## src/include/GpioCsrMap.svh

```systemverilog
// GPIO CSR address map
// Byte offsets of the registers and field positions in the status word
`ifndef GPIO_CSR_MAP_SVH
`define GPIO_CSR_MAP_SVH

//--------------------------------------------------
// Register byte offsets inside the block window
//--------------------------------------------------
// Output data driven when alternate mode is off
`define GpioOfsOut      'h00
// Pin direction, 1 means output
`define GpioOfsDir      'h04
// Per-pin alternate function select
`define GpioOfsAlt      'h08
// Input pin levels, read only
`define GpioOfsIn       'h0C
// Switch and PLL status, read only
`define GpioOfsSwStat   'h10
// Sticky edge flags, write 1 to clear
`define GpioOfsEdgeFlag 'h14

//--------------------------------------------------
// Status word fields
//--------------------------------------------------
// Raw push switch levels from bit 0 up
`define GpioStatPushLsb 0
// Long press levels from bit 8 up
`define GpioStatLongLsb 8
// PLL lock level
`define GpioStatPllBit  31

`endif

```

## src/design/GpioPkg.sv

```systemverilog
// GPIO block shared definitions
// Bus width, slave bus request and the register and switch-state encodings
package GpioPkg;

	//--------------------------------------------------
	// Slave bus
	//--------------------------------------------------
	// Address and data width of the slave bus
	localparam int UsiBusWidth = 32;

	// Request from the bus master
	// Write data in the upper half, address in the lower half
	typedef struct packed
	{
		logic [UsiBusWidth-1:0] wd;
		logic [UsiBusWidth-1:0] adrs;
	} UsiSlaveReq_t;

	//--------------------------------------------------
	// Register space
	//--------------------------------------------------
	// Register index, one per 32-bit word
	typedef enum logic [2:0]
	{
		RegOut      = 3'd0,
		RegDir      = 3'd1,
		RegAlt      = 3'd2,
		RegIn       = 3'd3,
		RegSwStat   = 3'd4,
		RegEdgeFlag = 3'd5
	} GpioReg_e;

	//--------------------------------------------------
	// Push switch debounce
	//--------------------------------------------------
	// Debounced state of one switch
	typedef enum logic [1:0]
	{
		SwReleased = 2'd0,
		SwPressed  = 2'd1,
		SwLongHeld = 2'd2
	} SwState_e;

endpackage

```

## src/design/GetSw.sv

```systemverilog
// Push switch debounce
// Periodic sampling, two-sample filter, press edge pulse and long-press level
`timescale 1ns/1ps

module GetSw #(
	parameter int pExtSwNum    = 7,
	parameter int pSampCntMax  = 99999,
	parameter int pLongSampNum = 1000
)(
	input  logic                 iSCLK,
	input  logic                 rst,
	input  logic [pExtSwNum-1:0] iPushSw,
	output logic [pExtSwNum-1:0] oEdgeSw,
	output logic [pExtSwNum-1:0] oLongSw
);

	// Counter widths, at least one bit each
	localparam int lpCntWidth  = $clog2(pSampCntMax + 2);
	localparam int lpLongWidth = $clog2(pLongSampNum + 1);

	//--------------------------------------------------
	// Shared sample tick
	//--------------------------------------------------
	logic [lpCntWidth-1:0] sampCnt;
	logic                  sampTick;

	// One tick per pSampCntMax+1 clocks
	assign sampTick = (sampCnt == lpCntWidth'(pSampCntMax));

	always_ff @(posedge iSCLK)
	begin
		if (rst)
			sampCnt <= '0;
		else if (sampTick)
			sampCnt <= '0;
		else
			sampCnt <= sampCnt + 1'b1;
	end

	//--------------------------------------------------
	// Per-switch filter and state
	//--------------------------------------------------
	logic [pExtSwNum-1:0]   lastSamp;
	logic [pExtSwNum-1:0]   edgeQ;
	GpioPkg::SwState_e      swState [pExtSwNum];
	logic [lpLongWidth-1:0] longCnt [pExtSwNum];

	assign oEdgeSw = edgeQ;

	genvar swX;
	generate
		for (swX = 0; swX < pExtSwNum; swX = swX + 1)
		begin : genSw
			logic bothHigh;
			logic bothLow;

			// Current sample agrees with the previous one
			assign bothHigh = iPushSw[swX] & lastSamp[swX];
			assign bothLow  = ~iPushSw[swX] & ~lastSamp[swX];

			// Long level straight from the state register
			assign oLongSw[swX] = (swState[swX] == GpioPkg::SwLongHeld);

			always_ff @(posedge iSCLK)
			begin
				if (rst)
				begin
					lastSamp[swX] <= 1'b0;
					edgeQ[swX]    <= 1'b0;
					swState[swX]  <= GpioPkg::SwReleased;
					longCnt[swX]  <= '0;
				end
				else
				begin
					// Edge lasts a single clock
					edgeQ[swX] <= 1'b0;
					if (sampTick)
					begin
						lastSamp[swX] <= iPushSw[swX];
						case (swState[swX])
							GpioPkg::SwReleased:
							begin
								if (bothHigh)
								begin
									swState[swX] <= GpioPkg::SwPressed;
									longCnt[swX] <= '0;
									edgeQ[swX]   <= 1'b1;
								end
							end
							GpioPkg::SwPressed:
							begin
								// Count every sample taken while pressed
								if (bothLow)
									swState[swX] <= GpioPkg::SwReleased;
								else if (longCnt[swX] == lpLongWidth'(pLongSampNum - 1))
									swState[swX] <= GpioPkg::SwLongHeld;
								else
									longCnt[swX] <= longCnt[swX] + 1'b1;
							end
							GpioPkg::SwLongHeld:
							begin
								if (bothLow)
									swState[swX] <= GpioPkg::SwReleased;
							end
							default:
								swState[swX] <= GpioPkg::SwReleased;
						endcase
					end
				end
			end

			// Edge pulse never stretches over two clocks
			assert property (@(posedge iSCLK) disable iff (rst)
				oEdgeSw[swX] |=> !oEdgeSw[swX])
				else $error("GetSw sw%0d edge pulse longer than one cycle", swX);

			// From release, no long level before the press edge
			assert property (@(posedge iSCLK) disable iff (rst)
				(swState[swX] == GpioPkg::SwReleased) |-> (!oLongSw[swX] until oEdgeSw[swX]))
				else $error("GetSw sw%0d long press without edge", swX);
		end
	endgenerate

endmodule

```

## src/design/GpioBlock.sv

```systemverilog
// GPIO block top level
// CSR, switch debounce and the output pin register with alternate select
`timescale 1ns/1ps

module GpioBlock #(
	parameter int                   pBlockAdrsWidth = 8,
	parameter [pBlockAdrsWidth-1:0] pAdrsMap        = 'h01,
	parameter int                   pCsrAdrsWidth   = 8,
	parameter int                   pGpioWidth      = 16,
	parameter int                   pExtSwNum       = 7,
	parameter int                   pSampCntMax     = 99999,
	parameter int                   pLongSampNum    = 1000
)(
	input  logic                            iSCLK,
	input  logic                            rst,
	// Slave bus
	input  GpioPkg::UsiSlaveReq_t           usiReq,
	output logic [GpioPkg::UsiBusWidth-1:0] oSUsiRd,
	// GPIO pins
	input  logic [pGpioWidth-1:0]           iGpioIn,
	input  logic [pGpioWidth-1:0]           iGpioAltMode,
	output logic [pGpioWidth-1:0]           oGpio,
	output logic [pGpioWidth-1:0]           oGpioDir,
	// Push switches
	input  logic [pExtSwNum-1:0]            iPushSw,
	output logic [pExtSwNum-1:0]            oEdgeSw,
	output logic [pExtSwNum-1:0]            oLongSw,
	input  logic                            iPllLock
);

	//--------------------------------------------------
	// Register space
	//--------------------------------------------------
	logic [pGpioWidth-1:0] gpioOutCtrl;
	logic [pGpioWidth-1:0] gpioAltSel;

	GpioCsr #(
		.pBlockAdrsWidth (pBlockAdrsWidth),
		.pAdrsMap        (pAdrsMap),
		.pCsrAdrsWidth   (pCsrAdrsWidth),
		.pGpioWidth      (pGpioWidth),
		.pExtSwNum       (pExtSwNum)
	) csr (
		.iSCLK        (iSCLK),
		.rst          (rst),
		.usiReq       (usiReq),
		.oSUsiRd      (oSUsiRd),
		.oGpioOutCtrl (gpioOutCtrl),
		.oGpioDir     (oGpioDir),
		.oGpioAltMode (gpioAltSel),
		.iGpioIn      (iGpioIn),
		.iPushSw      (iPushSw),
		.iEdgeSw      (oEdgeSw),
		.iLongSw      (oLongSw),
		.iPllLock     (iPllLock)
	);

	//--------------------------------------------------
	// Switch debounce
	//--------------------------------------------------
	// Outputs go to the ports and back into the CSR
	GetSw #(
		.pExtSwNum    (pExtSwNum),
		.pSampCntMax  (pSampCntMax),
		.pLongSampNum (pLongSampNum)
	) getSw (
		.iSCLK   (iSCLK),
		.rst     (rst),
		.iPushSw (iPushSw),
		.oEdgeSw (oEdgeSw),
		.oLongSw (oLongSw)
	);

	//--------------------------------------------------
	// Output pins
	//--------------------------------------------------
	// Per-bit pick of alternate function or CPU data
	always_ff @(posedge iSCLK)
	begin
		if (rst)
			oGpio <= '0;
		else
			oGpio <= (gpioAltSel & iGpioAltMode) | (~gpioAltSel & gpioOutCtrl);
	end

endmodule

```

## src/design/GpioCsr.sv

```systemverilog
// GPIO control and status registers
// Window decode, control registers, sticky edge flags and registered read data
`timescale 1ns/1ps
`include "GpioCsrMap.svh"

module GpioCsr #(
	parameter int                   pBlockAdrsWidth = 8,
	parameter [pBlockAdrsWidth-1:0] pAdrsMap        = 'h01,
	parameter int                   pCsrAdrsWidth   = 8,
	parameter int                   pGpioWidth      = 16,
	parameter int                   pExtSwNum       = 7
)(
	input  logic                            iSCLK,
	input  logic                            rst,
	input  GpioPkg::UsiSlaveReq_t           usiReq,
	output logic [GpioPkg::UsiBusWidth-1:0] oSUsiRd,
	output logic [pGpioWidth-1:0]           oGpioOutCtrl,
	output logic [pGpioWidth-1:0]           oGpioDir,
	output logic [pGpioWidth-1:0]           oGpioAltMode,
	input  logic [pGpioWidth-1:0]           iGpioIn,
	input  logic [pExtSwNum-1:0]            iPushSw,
	input  logic [pExtSwNum-1:0]            iEdgeSw,
	input  logic [pExtSwNum-1:0]            iLongSw,
	input  logic                            iPllLock
);

	//--------------------------------------------------
	// Address decode
	//--------------------------------------------------
	logic                      inWindow;
	logic [pCsrAdrsWidth-1:0]  csrAdrs;
	logic                      regHit;
	GpioPkg::GpioReg_e         regIdx;
	logic                      wrEn;

	// Upper address bits select this block
	assign inWindow = (usiReq.adrs[GpioPkg::UsiBusWidth-1 -: pBlockAdrsWidth] == pAdrsMap);
	assign csrAdrs  = usiReq.adrs[pCsrAdrsWidth-1:0];

	// Offset to register index
	always_comb
	begin
		regHit = 1'b1;
		regIdx = GpioPkg::RegOut;
		case (csrAdrs)
			`GpioOfsOut:      regIdx = GpioPkg::RegOut;
			`GpioOfsDir:      regIdx = GpioPkg::RegDir;
			`GpioOfsAlt:      regIdx = GpioPkg::RegAlt;
			`GpioOfsIn:       regIdx = GpioPkg::RegIn;
			`GpioOfsSwStat:   regIdx = GpioPkg::RegSwStat;
			`GpioOfsEdgeFlag: regIdx = GpioPkg::RegEdgeFlag;
			default:          regHit = 1'b0;
		endcase
	end

	// No strobe on this bus, an address in the window is a write
	assign wrEn = inWindow & regHit;

	//--------------------------------------------------
	// Control registers and edge flags
	//--------------------------------------------------
	logic [pGpioWidth-1:0] regOut;
	logic [pGpioWidth-1:0] regDir;
	logic [pGpioWidth-1:0] regAlt;
	logic [pExtSwNum-1:0]  edgeFlag;
	logic [pExtSwNum-1:0]  edgeClr;

	// Write 1 to clear
	assign edgeClr = (wrEn && regIdx == GpioPkg::RegEdgeFlag) ?
		usiReq.wd[pExtSwNum-1:0] : '0;

	always_ff @(posedge iSCLK)
	begin
		if (rst)
		begin
			regOut   <= '0;
			regDir   <= '0;
			regAlt   <= '0;
			edgeFlag <= '0;
		end
		else
		begin
			if (wrEn)
			begin
				case (regIdx)
					GpioPkg::RegOut: regOut <= usiReq.wd[pGpioWidth-1:0];
					GpioPkg::RegDir: regDir <= usiReq.wd[pGpioWidth-1:0];
					GpioPkg::RegAlt: regAlt <= usiReq.wd[pGpioWidth-1:0];
					// Read-only and flag registers handled elsewhere
					default: ;
				endcase
			end
			// New edge wins over a clear in the same cycle
			edgeFlag <= (edgeFlag & ~edgeClr) | iEdgeSw;
		end
	end

	assign oGpioOutCtrl = regOut;
	assign oGpioDir     = regDir;
	assign oGpioAltMode = regAlt;

	//--------------------------------------------------
	// Read path
	//--------------------------------------------------
	logic [GpioPkg::UsiBusWidth-1:0] rdNext;

	// Zero outside the window so slave read data can be ORed
	always_comb
	begin
		rdNext = '0;
		if (inWindow && regHit)
		begin
			case (regIdx)
				GpioPkg::RegOut:      rdNext[pGpioWidth-1:0] = regOut;
				GpioPkg::RegDir:      rdNext[pGpioWidth-1:0] = regDir;
				GpioPkg::RegAlt:      rdNext[pGpioWidth-1:0] = regAlt;
				GpioPkg::RegIn:       rdNext[pGpioWidth-1:0] = iGpioIn;
				GpioPkg::RegSwStat:
				begin
					rdNext[`GpioStatPushLsb +: pExtSwNum] = iPushSw;
					rdNext[`GpioStatLongLsb +: pExtSwNum] = iLongSw;
					rdNext[`GpioStatPllBit]               = iPllLock;
				end
				GpioPkg::RegEdgeFlag: rdNext[pExtSwNum-1:0] = edgeFlag;
				default:              rdNext = '0;
			endcase
		end
	end

	// Read data one cycle after the address
	always_ff @(posedge iSCLK)
	begin
		if (rst)
			oSUsiRd <= '0;
		else
			oSUsiRd <= rdNext;
	end

	// Foreign addresses leave the control registers alone
	assert property (@(posedge iSCLK) disable iff (rst)
		!inWindow |=> ($stable(regOut) && $stable(regDir) && $stable(regAlt)))
		else $error("GpioCsr register changed by a write outside the window");

endmodule

```

## config.mk

```make
export PLATFORM = sky130hd
export DESIGN_NAME = GpioBlock
export DESIGN_NICKNAME = d
export VERILOG_FILES = /design/src/design/GpioPkg.sv /design/src/design/GetSw.sv /design/src/design/GpioBlock.sv /design/src/design/GpioCsr.sv
export VERILOG_INCLUDE_DIRS = /design/src /design/src/include
export SDC_FILE = /design/constraint.sdc
export NUM_CORES = 1
export LEC_CHECK = 0
export BUFFER_PORTS_ARGS = -buffer_cell sky130_fd_sc_hd__buf_2
export CELL_PAD_IN_SITES_DETAIL_PLACEMENT = 1
export CELL_PAD_IN_SITES_GLOBAL_PLACEMENT = 2
export CORE_ASPECT_RATIO = 0.75
export CORE_MARGIN = 8
export CORE_UTILIZATION = 38
export DETAILED_ROUTE_END_ITERATION = 8
export PLACE_DENSITY = 0.94
export SKIP_LAST_GASP = 1
export SYNTH_ARGS = -nofsm -noshare
export SYNTH_HDL_FRONTEND = slang
export SYNTH_SLANG_ARGS = --single-unit
```

## constraint.sdc

```tcl
create_clock -name iSCLK -period 5.2 [get_ports iSCLK]
set_clock_uncertainty 0.1 [all_clocks]
set_input_delay 0.78 -clock iSCLK [delete_from_list [all_inputs] [get_ports iSCLK]]
set_output_delay 0.78 -clock iSCLK [all_outputs]
set_load 0.01 [all_outputs]
```

==> reports/summary.txt <==
status - complete, no violations
hold endpoint - getSw.sampCnt[0]$_SDFF_PP0_
Clock Power Share - 0.448
Storage cell area - 4900 um2
number of flops mapped to enable cells by yosys - 84
Post-Synth XOR/XNOR Area - 0.0590
syn avg cell area - 9.94 um2
CTS Root Cell - clkbuf_16
hold depth - 1
WL final - 29900 um
I/O Pins - 184
Pint - 2.71 mW
Final nets - 1243
CP Cell Sequence - ha_1 > and4_1 > nand4_1 > or3_1 > nand2_1
drt first pass iters - 6
Final Worst Setup Slack - 1.96 ns
H-tree depth - 1
Main synth FF type - dfxtp_1
simple-gate portion of the synthesized area - 0.241
Initial Util - 0.388
largest family of logic cells by synthesized area - simple AND/OR/NAND/NOR gates
Synth cell types - 71
Synth Area in Compound Gates - 0.0856
1st-iter DRT viols - 553
die height - 157 um
Seq/Total Area, Yosys - 0.486
Worst setup SP type - flop
final instance area - 11700 um2
cts repair resizes - 0
Sw Ratio - 0.236
share of layout cells above drive strength 1 - 0.199
crit-path max FO - 13
largest net degree at the start of global routing - 80
Layout area overhead - 15.4%
cell leakage power - 4.34 nW
Hold Path Class - reg -> reg
Period minus WS final - 3.24 ns
Crit Path Class - reg -> reg
Core ar. - 26000 um2
Max IR drop VDD - 0.209 mV
Placed Cells - 1449
initial antenna violation count - 2
Setup Viol. Count Final - 0
Yosys Warn Count - 0
CTS tree - built
final-layout fill cell count - 2985
Adder-Cell Fraction of Synth Area - 0.00991
DIE WIDTH - 204 um
Hold Path Origin - getSw.sampCnt[0]$_SDFF_PP0_
setup TNS - 0 ns
Via Count - 8240
area of the multi-input gates - 4790 um2
DP Area - 10900 um2
synthesized flop and latch total - 203
final hold vios - 0
Bufs on Longest Clock Path - 3
worst slew pin tran - 1.02 ns
largest stage delay on the critical path - 0.74 ns
worst reg-to-reg path cell count - 5
maximum capacitance violations - 0
CTS Sinks - 203
flop2flop setup slack - 1.96 ns
Mapped Area - 10100 um2
Layout Cells excl Fill - 1492
Comb power frac - 0.063
grt ovf - 0
pwr dens - 304 nW/um2
slowest cell on the critical path - or3_1
IO buf count - 136
Req. time, crit path - 5.25 ns
Synth Instances - 1016
DP HPWL - 21500 um
gr usage total - 0.179
drt drc - 0
# rows - 51
DRT antenna net count - 0
worst-skew pair later-pin latency - 0.51 ns
asr flop ratio synth - 0
RSZ-0062 raised after global routing - no
Routed WL per cell - 20.0 um
Psw - 0.835 mW
Hold WS - 0.349 ns
reg2reg end - getSw.longCnt[0][22]$_SDFFCE_PN0P_
Worst slew margin - 0.319
sequential group share of total power - 0.489
worst r2r src - getSw.sampCnt[0]$_SDFF_PP0_
routability cong. - 0.779
fin. max-slew vios - 0
Worst-path clk slew - 0.06 ns
dpl ws - 1.72 ns
Fmax - 0.309 GHz
vias per cell - 5.52
global-route wire length before repair - 46900 um
Final period util - 0.623
Arr. time, crit path - 3.29 ns
die area - 32100 um2
post-CTS setup buffer count - 0
Hold-fix buffers, CTS - 0
number of global-route vias before repair - 8487
total CTS buffers - 22
mux contribution to synthesized area - 0.0735
CP Capture Type - flop
==> through the flow <==
step           power (mW)  utilization
5_1_grt              3.66        0.447
3_5_place_dp         1.99        0.420
2_1_floorplan        1.91            -
6_report             3.54        0.448
4_1_cts              3.57        0.447
3_3_place_gp         1.98        0.420
==> cell usage after synthesis, types with 14 or more instances <==
cell        n  area [um2]
dfxtp_1   119        2380
nand2_1   111         417
nor2_1    105         394
edfxtp_1   84        2520
mux2i_1    64         641
nor3_1     61         305
xnor2_1    46         403
nand3_1    35         175
clkbuf_1   26        97.6
nor2_2     24         150
nand4_1    23         144
xor2_1     22         193
buf_2      17        85.1
buf_4      17         128
a31o_1     14         123
==> worst max-delay path by stage <==
stage	to	start	cells past startpoint	slack (ns)
after floorplan	getSw.longCnt[0][10]$_SDFFCE_PN0P_	rst	5	2.56
after global placement	getSw.longCnt[0][36]$_SDFFCE_PN0P_	rst	5	1.89
after detailed placement	getSw.longCnt[0][35]$_SDFFCE_PN0P_	rst	5	1.72
after CTS	getSw.longCnt[0][25]$_SDFFCE_PN0P_	getSw.sampCnt[0]$_SDFF_PP0_	5	1.93
after global routing	getSw.longCnt[0][22]$_SDFFCE_PN0P_	getSw.sampCnt[0]$_SDFF_PP0_	5	1.70
final	getSw.longCnt[0][22]$_SDFFCE_PN0P_	getSw.sampCnt[0]$_SDFF_PP0_	5	1.96
==> sequential cells by signal (all words and copies together) (netlist names) <==
name              cells
getSw.longCnt        70
csr.oSUsiRd          17
getSw.sampCnt        17
csr.oGpioAltMode     16
csr.oGpioDir         16
csr.oGpioOutCtrl     16
oGpio                16
getSw.swState        14
csr.edgeFlag          7
getSw.lastSamp        7
getSw.oEdgeSw         7
==> routing by layer <==
metal  routed length (um)  track usage
met2                13600        0.282
met4                  852       0.0530
met5                    0            0
met1                13700        0.247
met3                 1720       0.0331
==> power groups by stage <==
stage,clock [mW],sequential (mW),combinational [mW]
floorplan,0,1.75,0.151
global placement,0,1.76,0.216
detailed placement,0,1.77,0.221
CTS,1.61,1.73,0.223
global route,1.68,1.74,0.245
finish,1.59,1.73,0.223
==> cell usage in the layout, fill, tap and decap left out, types with 8 or more instances in the layout <==
master	count
nand4_1	23
xnor2_1	46
clkbuf_16	23
conb_1	15
nor2_1	105
buf_2	136
nand2_1	111
a222oi_1	9
or3_1	12
and4_1	9
nor2_2	24
dfxtp_1	119
inv_1	12
mux2i_1	64
nor3b_1	11
xor2_1	22
nand3b_1	9
o21ai_0	8
nor2b_1	10
ha_1	8
nor4b_1	10
nor3_1	61
mux2_2	9
a31o_1	14
and3_1	10
nand3_1	35
a211oi_1	10
edfxtp_1	84
nor4_1	8
buf_4	9
a21oi_1	12
a31oi_1	8
==> layout make-up <==
cell class / count / share of cell area
inverters: 13 / 0.00419
well taps: 344 / 0.0369
multi-input cells: 744 / 0.411
repair buffers: 145 / 0.0642
flip-flops and latches: 203 / 0.421
clock inverters: 7 / 0.00494
clock buffers: 33 / 0.0569
diodes: 3 / 0.000644
==> worst max-delay path: cells and delay by family, from the launching register on <==
| family | cells | cell delay [ns] |
|---|---|---|
| AND/OR/NAND/NOR | 4 | 2.16 |
| adder cells (fa/ha/maj) | 1 | 0.27 |
| flip-flops | 1 | 0.35 |
==> logic make-up (layout without fill, tap and decap cells) <==
| family | count (synthesis) | count (layout) |
|---|---|---|
| AND/OR/NAND/NOR | 468 | 468 |
| adder cells (fa/ha/maj) | 8 | 8 |
| other | 1 | 18 |
| flip-flops | 203 | 203 |
| AO/OA/AOI/OAI | 112 | 112 |
| multiplexers | 73 | 73 |
| XOR/XNOR | 68 | 68 |
| buffers and inverters | 83 | 198 |
Power figures use the tool's default switching activity.
